## config.mk

```make
export PLATFORM = sky130hd
export DESIGN_NAME = pi1_subsystem_top
export DESIGN_NICKNAME = d
export VERILOG_FILES = /design/src/design/pi1_bus_pkg.sv /design/src/design/pi1_map_pkg.sv /design/src/design/pi1_master_arbiter.sv /design/src/design/pi1_addr_decoder.sv /design/src/design/pi1_slave_port.sv /design/src/design/pi1_ram_slave.sv /design/src/design/pi1_subsystem_top.sv
export SDC_FILE = /design/constraint.sdc
export NUM_CORES = 1
export LEC_CHECK = 0
export BUFFER_PORTS_ARGS = -buffer_cell sky130_fd_sc_hd__buf_4
export CAP_MARGIN = 10
export CORE_MARGIN = 3
export CORE_UTILIZATION = 31
export CTS_CLUSTER_DIAMETER = 100
export CTS_CLUSTER_SIZE = 40
export DETAILED_ROUTE_END_ITERATION = 10
export PLACE_DENSITY = 0.55
export SLEW_MARGIN = 25
export SYNTH_ARGS = -nofsm -noshare
export SYNTH_HDL_FRONTEND = slang
export SYNTH_HIERARCHICAL = 1
export SYNTH_SLANG_ARGS = --single-unit
```

## constraint.sdc

```tcl
create_clock -name clk_i -period 13.33 [get_ports clk_i]
set_clock_uncertainty 0.15 [all_clocks]
set_input_delay 3.999 -clock clk_i [delete_from_list [all_inputs] [get_ports clk_i]]
set_output_delay 3.999 -clock clk_i [all_outputs]
set_load 0.1 [all_outputs]
```

## src/design/pi1_bus_pkg.sv

```systemverilog
//####################################################################
// Bus widths and operation codes shared by every PI1 bus-facing file.
//####################################################################

package pi1_bus_pkg;

	// Data word width in bits.
	localparam int ARCHBITSZ = 32;

	// One select bit per byte lane.
	localparam int SELBITSZ = ARCHBITSZ / 8;

	// Word address, the byte offset bits are not carried on the bus.
	localparam int ADDRBITSZ = ARCHBITSZ - $clog2(SELBITSZ);

	localparam logic [1:0] PINOOP = 2'b00;
	localparam logic [1:0] PIWROP = 2'b01;
	localparam logic [1:0] PIRDOP = 2'b10;
	localparam logic [1:0] PIRWOP = 2'b11; // Atomic swap, old word is returned.

endpackage

```

## src/design/pi1_map_pkg.sv

```systemverilog
//####################################################################
// Interconnect size and address map description for the subsystem.
//####################################################################

package pi1_map_pkg;

	localparam int MASTERCOUNT = 2;
	localparam int SLAVECOUNT  = 2;

	// Word address where the first slave starts.
	localparam int FIRSTSLAVEADDR = 0;

	// Depths in words, the decoder learns them from the slaves at run time.
	localparam int SLAVE0_DEPTH = 16;
	localparam int SLAVE1_DEPTH = 8;

	localparam int SLAVEIDXBITSZ = 1;

endpackage

```

## src/design/pi1_master_arbiter.sv

```systemverilog
//####################################################################
// Round-robin arbiter between the two master ports of the interconnect.
// Forwards the granted request and returns ready to that master only.
//####################################################################

module pi1_master_arbiter
	import pi1_bus_pkg::*;
(
	input  logic                 clk_i,
	input  logic                 rst_i,
	input  logic [1:0]           m0_op_i,
	input  logic [ADDRBITSZ-1:0] m0_addr_i,
	input  logic [ARCHBITSZ-1:0] m0_data_i,
	input  logic [SELBITSZ-1:0]  m0_sel_i,
	input  logic [1:0]           m1_op_i,
	input  logic [ADDRBITSZ-1:0] m1_addr_i,
	input  logic [ARCHBITSZ-1:0] m1_data_i,
	input  logic [SELBITSZ-1:0]  m1_sel_i,
	input  logic                 accept_i,
	output logic [1:0]           req_op_o,
	output logic [ADDRBITSZ-1:0] req_addr_o,
	output logic [ARCHBITSZ-1:0] req_data_o,
	output logic [SELBITSZ-1:0]  req_sel_o,
	output logic                 req_master_o,
	output logic                 m0_rdy_o,
	output logic                 m1_rdy_o
);

	logic grant_q;

	always_comb begin
		if (grant_q) begin
			req_op_o   = m1_op_i;
			req_addr_o = m1_addr_i;
			req_data_o = m1_data_i;
			req_sel_o  = m1_sel_i;
		end else begin
			req_op_o   = m0_op_i;
			req_addr_o = m0_addr_i;
			req_data_o = m0_data_i;
			req_sel_o  = m0_sel_i;
		end
	end

	assign req_master_o = grant_q;
	assign m0_rdy_o     = accept_i && !grant_q;
	assign m1_rdy_o     = accept_i && grant_q;

	// An idle granted master gives up its turn, so a lone requester waits at most a cycle.
	always_ff @(posedge clk_i) begin
		if (rst_i) begin
			grant_q <= 1'b0;
		end else if (accept_i || req_op_o == PINOOP) begin
			grant_q <= ~grant_q;
		end
	end

endmodule

```

## src/design/pi1_addr_decoder.sv

```systemverilog
//####################################################################
// Learns the slave address map after reset from the slaves' map sizes,
// then resolves each request address into a slave index and offset.
//####################################################################

module pi1_addr_decoder
	import pi1_bus_pkg::*, pi1_map_pkg::*;
(
	input  logic                     clk_i,
	input  logic                     rst_i,
	input  logic [1:0]               req_op_i,
	input  logic [ADDRBITSZ-1:0]     req_addr_i,
	input  logic [ADDRBITSZ-1:0]     s0_mapsz_i,
	input  logic [ADDRBITSZ-1:0]     s1_mapsz_i,
	output logic                     map_ready_o,
	output logic                     hit_o,
	output logic [SLAVEIDXBITSZ-1:0] slave_idx_o,
	output logic [ADDRBITSZ-1:0]     slave_offset_o
);

	logic [ADDRBITSZ-1:0]     mapsz [SLAVECOUNT];
	logic [ADDRBITSZ-1:0]     lo_q [SLAVECOUNT];
	logic [ADDRBITSZ-1:0]     hi_q [SLAVECOUNT];
	logic [SLAVEIDXBITSZ:0]   scan_q; // Counts to SLAVECOUNT, one bit wider than an index.
	logic [SLAVEIDXBITSZ-1:0] scan_idx;
	logic [ADDRBITSZ-1:0]     base_q;
	logic                     map_ready_q;
	logic                     scan_store;

	assign mapsz[0] = s0_mapsz_i;
	assign mapsz[1] = s1_mapsz_i;

	assign scan_idx    = scan_q[SLAVEIDXBITSZ-1:0];
	assign scan_store  = !rst_i && !map_ready_q && scan_q != SLAVECOUNT;
	assign map_ready_o = map_ready_q;

	// One slave per cycle, then a final cycle to raise ready.
	always_ff @(posedge clk_i) begin
		if (rst_i) begin
			scan_q      <= '0;
			base_q      <= ADDRBITSZ'(FIRSTSLAVEADDR);
			map_ready_q <= 1'b0;
		end else if (!map_ready_q) begin
			if (scan_q == SLAVECOUNT) begin
				map_ready_q <= 1'b1;
			end else begin
				base_q <= base_q + mapsz[scan_idx];
				scan_q <= scan_q + 1'b1;
			end
		end
	end

	always_ff @(posedge clk_i) begin
		if (scan_store) begin
			lo_q[scan_idx] <= base_q;
			hi_q[scan_idx] <= base_q + mapsz[scan_idx] - 1'b1; // Last word of the slave.
		end
	end

	// Lowest matching slave wins if ranges ever overlap.
	always_comb begin
		hit_o          = 1'b0;
		slave_idx_o    = '0;
		slave_offset_o = '0;
		for (int i = SLAVECOUNT - 1; i >= 0; i--) begin
			if (map_ready_q && req_op_i != PINOOP &&
			    req_addr_i >= lo_q[i] && req_addr_i <= hi_q[i]) begin
				hit_o          = 1'b1;
				slave_idx_o    = SLAVEIDXBITSZ'(i);
				slave_offset_o = req_addr_i - lo_q[i];
			end
		end
	end

endmodule

```

## src/design/pi1_slave_port.sv

```systemverilog
//####################################################################
// Drives the selected slave, answers unmapped requests as a null slave
// and returns read words to the requesting master.
//####################################################################

module pi1_slave_port
	import pi1_bus_pkg::*, pi1_map_pkg::*;
(
	input  logic                           clk_i,
	input  logic                           rst_i,
	input  logic                           map_ready_i,
	input  logic                           hit_i,
	input  logic [SLAVEIDXBITSZ-1:0]       slave_idx_i,
	input  logic [ADDRBITSZ-1:0]           slave_offset_i,
	input  logic [1:0]                     req_op_i,
	input  logic [ARCHBITSZ-1:0]           req_data_i,
	input  logic [SELBITSZ-1:0]            req_sel_i,
	input  logic [$clog2(MASTERCOUNT)-1:0] req_master_i,
	input  logic [ARCHBITSZ-1:0]           s0_rdq_i,
	input  logic                           s0_rdy_i,
	input  logic [ARCHBITSZ-1:0]           s1_rdq_i,
	input  logic                           s1_rdy_i,
	output logic                           accept_o,
	output logic [1:0]                     s0_op_o,
	output logic [ADDRBITSZ-1:0]           s0_addr_o,
	output logic [ARCHBITSZ-1:0]           s0_data_o,
	output logic [SELBITSZ-1:0]            s0_sel_o,
	output logic [1:0]                     s1_op_o,
	output logic [ADDRBITSZ-1:0]           s1_addr_o,
	output logic [ARCHBITSZ-1:0]           s1_data_o,
	output logic [SELBITSZ-1:0]            s1_sel_o,
	output logic [ARCHBITSZ-1:0]           m0_data_o,
	output logic [ARCHBITSZ-1:0]           m1_data_o
);

	logic [ARCHBITSZ-1:0]           rdq [SLAVECOUNT];
	logic                           s_rdy [SLAVECOUNT];
	logic                           target_rdy;
	logic                           rd_take;
	logic                           rd_pend_q;
	logic                           rd_null_q;
	logic [SLAVEIDXBITSZ-1:0]       rd_idx_q;
	logic [$clog2(MASTERCOUNT)-1:0] rd_master_q;
	logic [ARCHBITSZ-1:0]           rd_word;
	logic [ARCHBITSZ-1:0]           m0_data_q;
	logic [ARCHBITSZ-1:0]           m1_data_q;

	assign rdq[0]   = s0_rdq_i;
	assign rdq[1]   = s1_rdq_i;
	assign s_rdy[0] = s0_rdy_i;
	assign s_rdy[1] = s1_rdy_i;

	assign target_rdy = hit_i ? s_rdy[slave_idx_i] : 1'b1; // The null slave never stalls.
	assign accept_o   = map_ready_i && target_rdy;
	assign rd_take    = accept_o && (req_op_i == PIRDOP || req_op_i == PIRWOP);

	assign s0_op_o   = (accept_o && hit_i && slave_idx_i == 1'b0) ? req_op_i : PINOOP;
	assign s1_op_o   = (accept_o && hit_i && slave_idx_i == 1'b1) ? req_op_i : PINOOP;
	assign s0_addr_o = slave_offset_i;
	assign s1_addr_o = slave_offset_i;
	assign s0_data_o = req_data_i;
	assign s1_data_o = req_data_i;
	assign s0_sel_o  = req_sel_i;
	assign s1_sel_o  = req_sel_i;

	always_ff @(posedge clk_i) begin
		if (rst_i) begin
			rd_pend_q <= 1'b0;
		end else begin
			rd_pend_q <= rd_take;
		end
	end

	always_ff @(posedge clk_i) begin
		if (rd_take) begin
			rd_null_q   <= !hit_i;
			rd_idx_q    <= slave_idx_i;
			rd_master_q <= req_master_i;
		end
	end

	assign rd_word = rd_null_q ? '1 : rdq[rd_idx_q];

	// Word is live in the cycle after acceptance, then held until the next read.
	always_ff @(posedge clk_i) begin
		if (rd_pend_q) begin
			if (rd_master_q == 1'b0) begin
				m0_data_q <= rd_word;
			end else begin
				m1_data_q <= rd_word;
			end
		end
	end

	assign m0_data_o = (rd_pend_q && rd_master_q == 1'b0) ? rd_word : m0_data_q;
	assign m1_data_o = (rd_pend_q && rd_master_q == 1'b1) ? rd_word : m1_data_q;

endmodule

```

## src/design/pi1_ram_slave.sv

```systemverilog
//####################################################################
// Word RAM slave with byte selects, swap and a registered read port.
//####################################################################

module pi1_ram_slave
	import pi1_bus_pkg::*;
#(
	parameter int DEPTH = 16
) (
	input  logic                 clk_i,
	input  logic                 rst_i,
	input  logic [1:0]           op_i,
	input  logic [ADDRBITSZ-1:0] addr_i,
	input  logic [ARCHBITSZ-1:0] data_i,
	input  logic [SELBITSZ-1:0]  sel_i,
	output logic [ARCHBITSZ-1:0] rdq_o,
	output logic                 rdy_o,
	output logic [ADDRBITSZ-1:0] mapsz_o
);

	logic [ARCHBITSZ-1:0]      mem [DEPTH];
	logic [$clog2(DEPTH)-1:0]  word_idx;
	logic [ARCHBITSZ-1:0]      rdq_q;

	assign word_idx = addr_i[$clog2(DEPTH)-1:0]; // The decoder keeps offsets below DEPTH.

	always_ff @(posedge clk_i) begin
		if (op_i == PIWROP || op_i == PIRWOP) begin
			for (int b = 0; b < SELBITSZ; b++) begin
				if (sel_i[b]) begin
					mem[word_idx][b*8 +: 8] <= data_i[b*8 +: 8];
				end
			end
		end
	end

	// A swap reads the word as it was before this edge's write.
	always_ff @(posedge clk_i) begin
		if (rst_i) begin
			rdq_q <= '0;
		end else if (op_i == PIRDOP || op_i == PIRWOP) begin
			rdq_q <= mem[word_idx];
		end
	end

	assign rdq_o   = rdq_q;
	assign rdy_o   = 1'b1;
	assign mapsz_o = ADDRBITSZ'(DEPTH);

endmodule

```

## src/design/pi1_subsystem_top.sv

```systemverilog
//####################################################################
// Two-master PI1 interconnect with two RAM slaves behind it.
//####################################################################

module pi1_subsystem_top
	import pi1_bus_pkg::*, pi1_map_pkg::*;
(
	input  logic                 clk_i,
	input  logic                 rst_i,
	input  logic [1:0]           m0_op_i,
	input  logic [ADDRBITSZ-1:0] m0_addr_i,
	input  logic [ARCHBITSZ-1:0] m0_data_i,
	input  logic [SELBITSZ-1:0]  m0_sel_i,
	output logic                 m0_rdy_o,
	output logic [ARCHBITSZ-1:0] m0_data_o,
	input  logic [1:0]           m1_op_i,
	input  logic [ADDRBITSZ-1:0] m1_addr_i,
	input  logic [ARCHBITSZ-1:0] m1_data_i,
	input  logic [SELBITSZ-1:0]  m1_sel_i,
	output logic                 m1_rdy_o,
	output logic [ARCHBITSZ-1:0] m1_data_o
);

	logic [1:0]                     req_op;
	logic [ADDRBITSZ-1:0]           req_addr;
	logic [ARCHBITSZ-1:0]           req_data;
	logic [SELBITSZ-1:0]            req_sel;
	logic [$clog2(MASTERCOUNT)-1:0] req_master;
	logic                           accept;
	logic                           map_ready;
	logic                           hit;
	logic [SLAVEIDXBITSZ-1:0]       slave_idx;
	logic [ADDRBITSZ-1:0]           slave_offset;
	logic [1:0]                     s0_op;
	logic [ADDRBITSZ-1:0]           s0_addr;
	logic [ARCHBITSZ-1:0]           s0_data;
	logic [SELBITSZ-1:0]            s0_sel;
	logic [ARCHBITSZ-1:0]           s0_rdq;
	logic                           s0_rdy;
	logic [ADDRBITSZ-1:0]           s0_mapsz;
	logic [1:0]                     s1_op;
	logic [ADDRBITSZ-1:0]           s1_addr;
	logic [ARCHBITSZ-1:0]           s1_data;
	logic [SELBITSZ-1:0]            s1_sel;
	logic [ARCHBITSZ-1:0]           s1_rdq;
	logic                           s1_rdy;
	logic [ADDRBITSZ-1:0]           s1_mapsz;

	pi1_master_arbiter pi1_master_arbiter_inst (
		.clk_i(clk_i), .rst_i(rst_i),
		.m0_op_i(m0_op_i), .m0_addr_i(m0_addr_i), .m0_data_i(m0_data_i), .m0_sel_i(m0_sel_i),
		.m1_op_i(m1_op_i), .m1_addr_i(m1_addr_i), .m1_data_i(m1_data_i), .m1_sel_i(m1_sel_i),
		.accept_i(accept),
		.req_op_o(req_op), .req_addr_o(req_addr), .req_data_o(req_data), .req_sel_o(req_sel),
		.req_master_o(req_master), .m0_rdy_o(m0_rdy_o), .m1_rdy_o(m1_rdy_o)
	);

	pi1_addr_decoder pi1_addr_decoder_inst (
		.clk_i(clk_i), .rst_i(rst_i),
		.req_op_i(req_op), .req_addr_i(req_addr),
		.s0_mapsz_i(s0_mapsz), .s1_mapsz_i(s1_mapsz),
		.map_ready_o(map_ready), .hit_o(hit),
		.slave_idx_o(slave_idx), .slave_offset_o(slave_offset)
	);

	pi1_slave_port pi1_slave_port_inst (
		.clk_i(clk_i), .rst_i(rst_i),
		.map_ready_i(map_ready), .hit_i(hit), .slave_idx_i(slave_idx),
		.slave_offset_i(slave_offset), .req_op_i(req_op), .req_data_i(req_data),
		.req_sel_i(req_sel), .req_master_i(req_master),
		.s0_rdq_i(s0_rdq), .s0_rdy_i(s0_rdy), .s1_rdq_i(s1_rdq), .s1_rdy_i(s1_rdy),
		.accept_o(accept),
		.s0_op_o(s0_op), .s0_addr_o(s0_addr), .s0_data_o(s0_data), .s0_sel_o(s0_sel),
		.s1_op_o(s1_op), .s1_addr_o(s1_addr), .s1_data_o(s1_data), .s1_sel_o(s1_sel),
		.m0_data_o(m0_data_o), .m1_data_o(m1_data_o)
	);

	pi1_ram_slave #(.DEPTH(SLAVE0_DEPTH)) pi1_ram_slave0_inst (
		.clk_i(clk_i), .rst_i(rst_i),
		.op_i(s0_op), .addr_i(s0_addr), .data_i(s0_data), .sel_i(s0_sel),
		.rdq_o(s0_rdq), .rdy_o(s0_rdy), .mapsz_o(s0_mapsz)
	);

	pi1_ram_slave #(.DEPTH(SLAVE1_DEPTH)) pi1_ram_slave1_inst (
		.clk_i(clk_i), .rst_i(rst_i),
		.op_i(s1_op), .addr_i(s1_addr), .data_i(s1_data), .sel_i(s1_sel),
		.rdq_o(s1_rdq), .rdy_o(s1_rdy), .mapsz_o(s1_mapsz)
	);

endmodule

```

==> flow_summary.yaml <==
outcome:
  outcome: "complete, no violations"
cts:
  htreeDepth: 2
  clock-sinks: 1054
  cts.path.max_buffers: 3
  post_cts_buffers: 0
  cts_resized: 0
  numCtsBuffers: 36
  cts_root_buf: "clkbuf_16"
  holdBufCountCts: 0
  cts_tree: "yes"
  clkLatencyLatePin_ns: 0.66
  cts.clk_slew.worst_paths_ns: 0.13
critical_path:
  crit_path_frequent_cell: "buf_4"
  r2r-start: "pi1_master_arbiter_inst/req_master_o"
  crit_start: "m1_addr_i[3]"
  worstPathRequired_ns: 9.18
  critPathLaunchType: "input port"
  crit_path_cell_trace: "buf_4 -> mux2_2 -> ha_1 -> a21o_1 -> a21o_1 -> a221oi_1 -> o21ai_0 -> a221oi_1 -> o21ai_0 -> a21oi_1 -> o221ai_1 -> buf_4 -> nand2b_1 -> inv_1 -> nand2b_1 -> a31oi_1 -> nor2b_1 -> buf_4"
  critPathCapture: "m0_rdy_o"
  path_class: "input port to output port"
  crit_path_end_kind: "output port"
  slowest_stage: "a31oi_1"
  crit_arrival_ns: 8.51
  r2r_cells: 16
  critPathMaxStageDelay_ns: 0.74
  r2r_end: "pi1_ram_slave1_inst/mem[4][1]"
  worstPathMaxFanout: 6
  rrSetupSlack_ns: 5.52
drt:
  routedWlPerCell_microns: 22.8
  drc: 0
  antenna_left: 0
  viasPerCell: 5.05
  dr.pass1.iters: 6
  via_count: 28200
  drt_wl_total_microns: 127000
  drt-initial-drc-count: 2137
global_route:
  grt_usage_pct: 15.2
  grt_start_max_net_pins: 110
  grt-ovfl-total: 0
  grt_pass1_vias: 27200
  grt_pass1_wl_microns: 186000
  antenna_found_initial: 1
final_layout:
  syn2layout_area_growth_pct: 8.23
  multi_input_area_sq_um: 15700
  drive_gt1_share_pct: 15.6
  fill_cells: 15100
  nets: 3796
  finish.instance_area_sq_um: 52800
  utilization_pct: 34.0
  regArea_sq_um: 30700
logic_synthesis:
  synth_area_per_cell_sq_um: 14.1
  synth_cells: 3463
  netlist_area_sq_um: 48800
  yosys_warnings: 6
timing:
  period_needed_ns: 12.66
  slew_viol_final: 0
  hold_viol_final: 0
  setup_tns_ns: 0
  relSlewSlack_pct: 26.8
  clock.fmax_mhz: 79.0
  tightest_slew_ns: 1.10
  final-setup-viol-count: 0
  period_share_pct: 95.0
  rsz0062_at_grt: "no"
power_and_ir_drop:
  leakagePower_nw: 17.2
  powerDensity_nw_per_um2: 152
  ir_drop_uv: 82.0
  finalPower_mw: 8.01
placed_design:
  place_area_sq_um: 51600
  gp_congestion: 0.812
  port_buffers: 203
  detailed_place_hpwl_microns: 86700
floorplanning:
  die-area_sq_um: 162000
  rows: 144
  ios: 204
  start_util_pct: 31.4
  placeableCoreArea_sq_um: 155000
  die_w_microns: 403
  die_h_microns: 403
job:
  max_cap_violations: 0
worst_hold_path:
  hp-class: "flop to flop"
-- metal layers --
| layer | global-route usage [%] | routed length, microns | vias up | share of wire [%] |
|---|---|---|---|---|
| met4 | 2.61 | 1750 | 0 | 1.4 |
| met2 | 25.6 | 60900 | 745 | 48 |
| li1 | - | - | 13000 | - |
| met5 | 0 | 0 | - | 0 |
| met1 | 21.5 | 58500 | 14300 | 46 |
| met3 | 1.58 | 6230 | 79 | 4.9 |
-- worst min path at each step --
stage,start,end,slack [ns],cells past startpoint
4_1_cts,pi1_addr_decoder_inst/scan_q[1],pi1_addr_decoder_inst/scan_q[1],0.33,2
5_1_grt,pi1_ram_slave1_inst/rdq_o[22],pi1_ram_slave1_inst/rdq_o[22],0.37,2
3_5_place_dp,pi1_addr_decoder_inst/scan_q[1],pi1_addr_decoder_inst/scan_q[1],0.30,2
6_report,pi1_addr_decoder_inst/scan_q[1],pi1_addr_decoder_inst/scan_q[1],0.34,2
2_1_floorplan,pi1_addr_decoder_inst/scan_q[1],pi1_addr_decoder_inst/scan_q[1],0.28,2
3_3_place_gp,pi1_addr_decoder_inst/scan_q[1],pi1_addr_decoder_inst/scan_q[1],0.29,2
-- critical path, delay by kind of cell --
| kind | cells | cell delay (ns) |
|---|---|---|
| AO/OA/AOI/OAI | 9 | 2.24 |
| adder cells (fa/ha/maj) | 1 | 0.34 |
| buffers and inverters | 4 | 0.80 |
| multiplexers | 1 | 0.34 |
| AND/OR/NAND/NOR | 3 | 0.79 |
-- layout make-up --
cell class | count | share of cell area (%)
diodes | 1 | 0.00474
well taps | 2044 | 4.84
repair buffers | 278 | 4.02
flip-flops and latches | 1054 | 58.1
inverters | 152 | 1.08
clock inverters | 14 | 0.483
multi-input cells | 1982 | 29.7
clock buffers | 51 | 1.81
-- where the power goes --
| part | internal [mW] | total (mW) | switching [mW] |
|---|---|---|---|
| Combinational | 0.816 | 2.36 | 1.55 |
| Clock | 0.554 | 1.59 | 1.04 |
| Sequential | 3.97 | 4.06 | 0.0897 |
| Total | 5.34 | 8.01 | 2.67 |
-- through the flow --
stage               instances  worst slack (ns)  hold WS [ns]
floorplan                3521              1.08         0.279
global placement         5509             0.699         0.290
detailed placement       5510             0.664         0.303
CTS                      5575             0.654         0.335
global route             5575             0.311         0.366
finish                   5576             0.670         0.336
-- cells in the final DEF (no fill, tap or decap), types with 17 or more instances in the layout --
cell type,instances
a211oi_1,21
a21o_1,45
a21oi_1,73
a22o_1,18
a22oi_1,23
a2bb2oi_1,56
a2bb2oi_2,30
a311oi_1,56
buf_4,275
clkbuf_16,36
conb_1,62
dfxtp_1,97
edfxtp_1,955
ha_1,151
inv_1,151
mux2_2,113
mux2i_1,300
mux4_2,26
nand2_1,115
nand2b_1,51
nand3_1,61
nand3b_1,33
nand4_1,32
nor2_1,214
nor3_1,60
o21ai_0,86
o21ai_1,17
o22a_1,23
o22ai_1,71
xnor2_1,18
xor2_1,24
-- state kept, by name, summed over array words and instances (netlist names) --
name and cells:
pi1_addr_decoder_inst/base_q 30, pi1_addr_decoder_inst/hi_q 60, pi1_addr_decoder_inst/lo_q 60, pi1_addr_decoder_inst/map_ready_o 1, pi1_addr_decoder_inst/scan_q 2, pi1_master_arbiter_inst/req_master_o 1, pi1_ram_slave0_inst/mem 512, pi1_ram_slave0_inst/rdq_o 32
pi1_ram_slave1_inst/mem 256, pi1_ram_slave1_inst/rdq_o 32, pi1_slave_port_inst/m0_data_q 32, pi1_slave_port_inst/m1_data_q 32, pi1_slave_port_inst/rd_idx_q 1, pi1_slave_port_inst/rd_master_q 1, pi1_slave_port_inst/rd_null_q 1, pi1_slave_port_inst/rd_pend_q 1
Note: power is estimated with default switching activity, not from simulation.
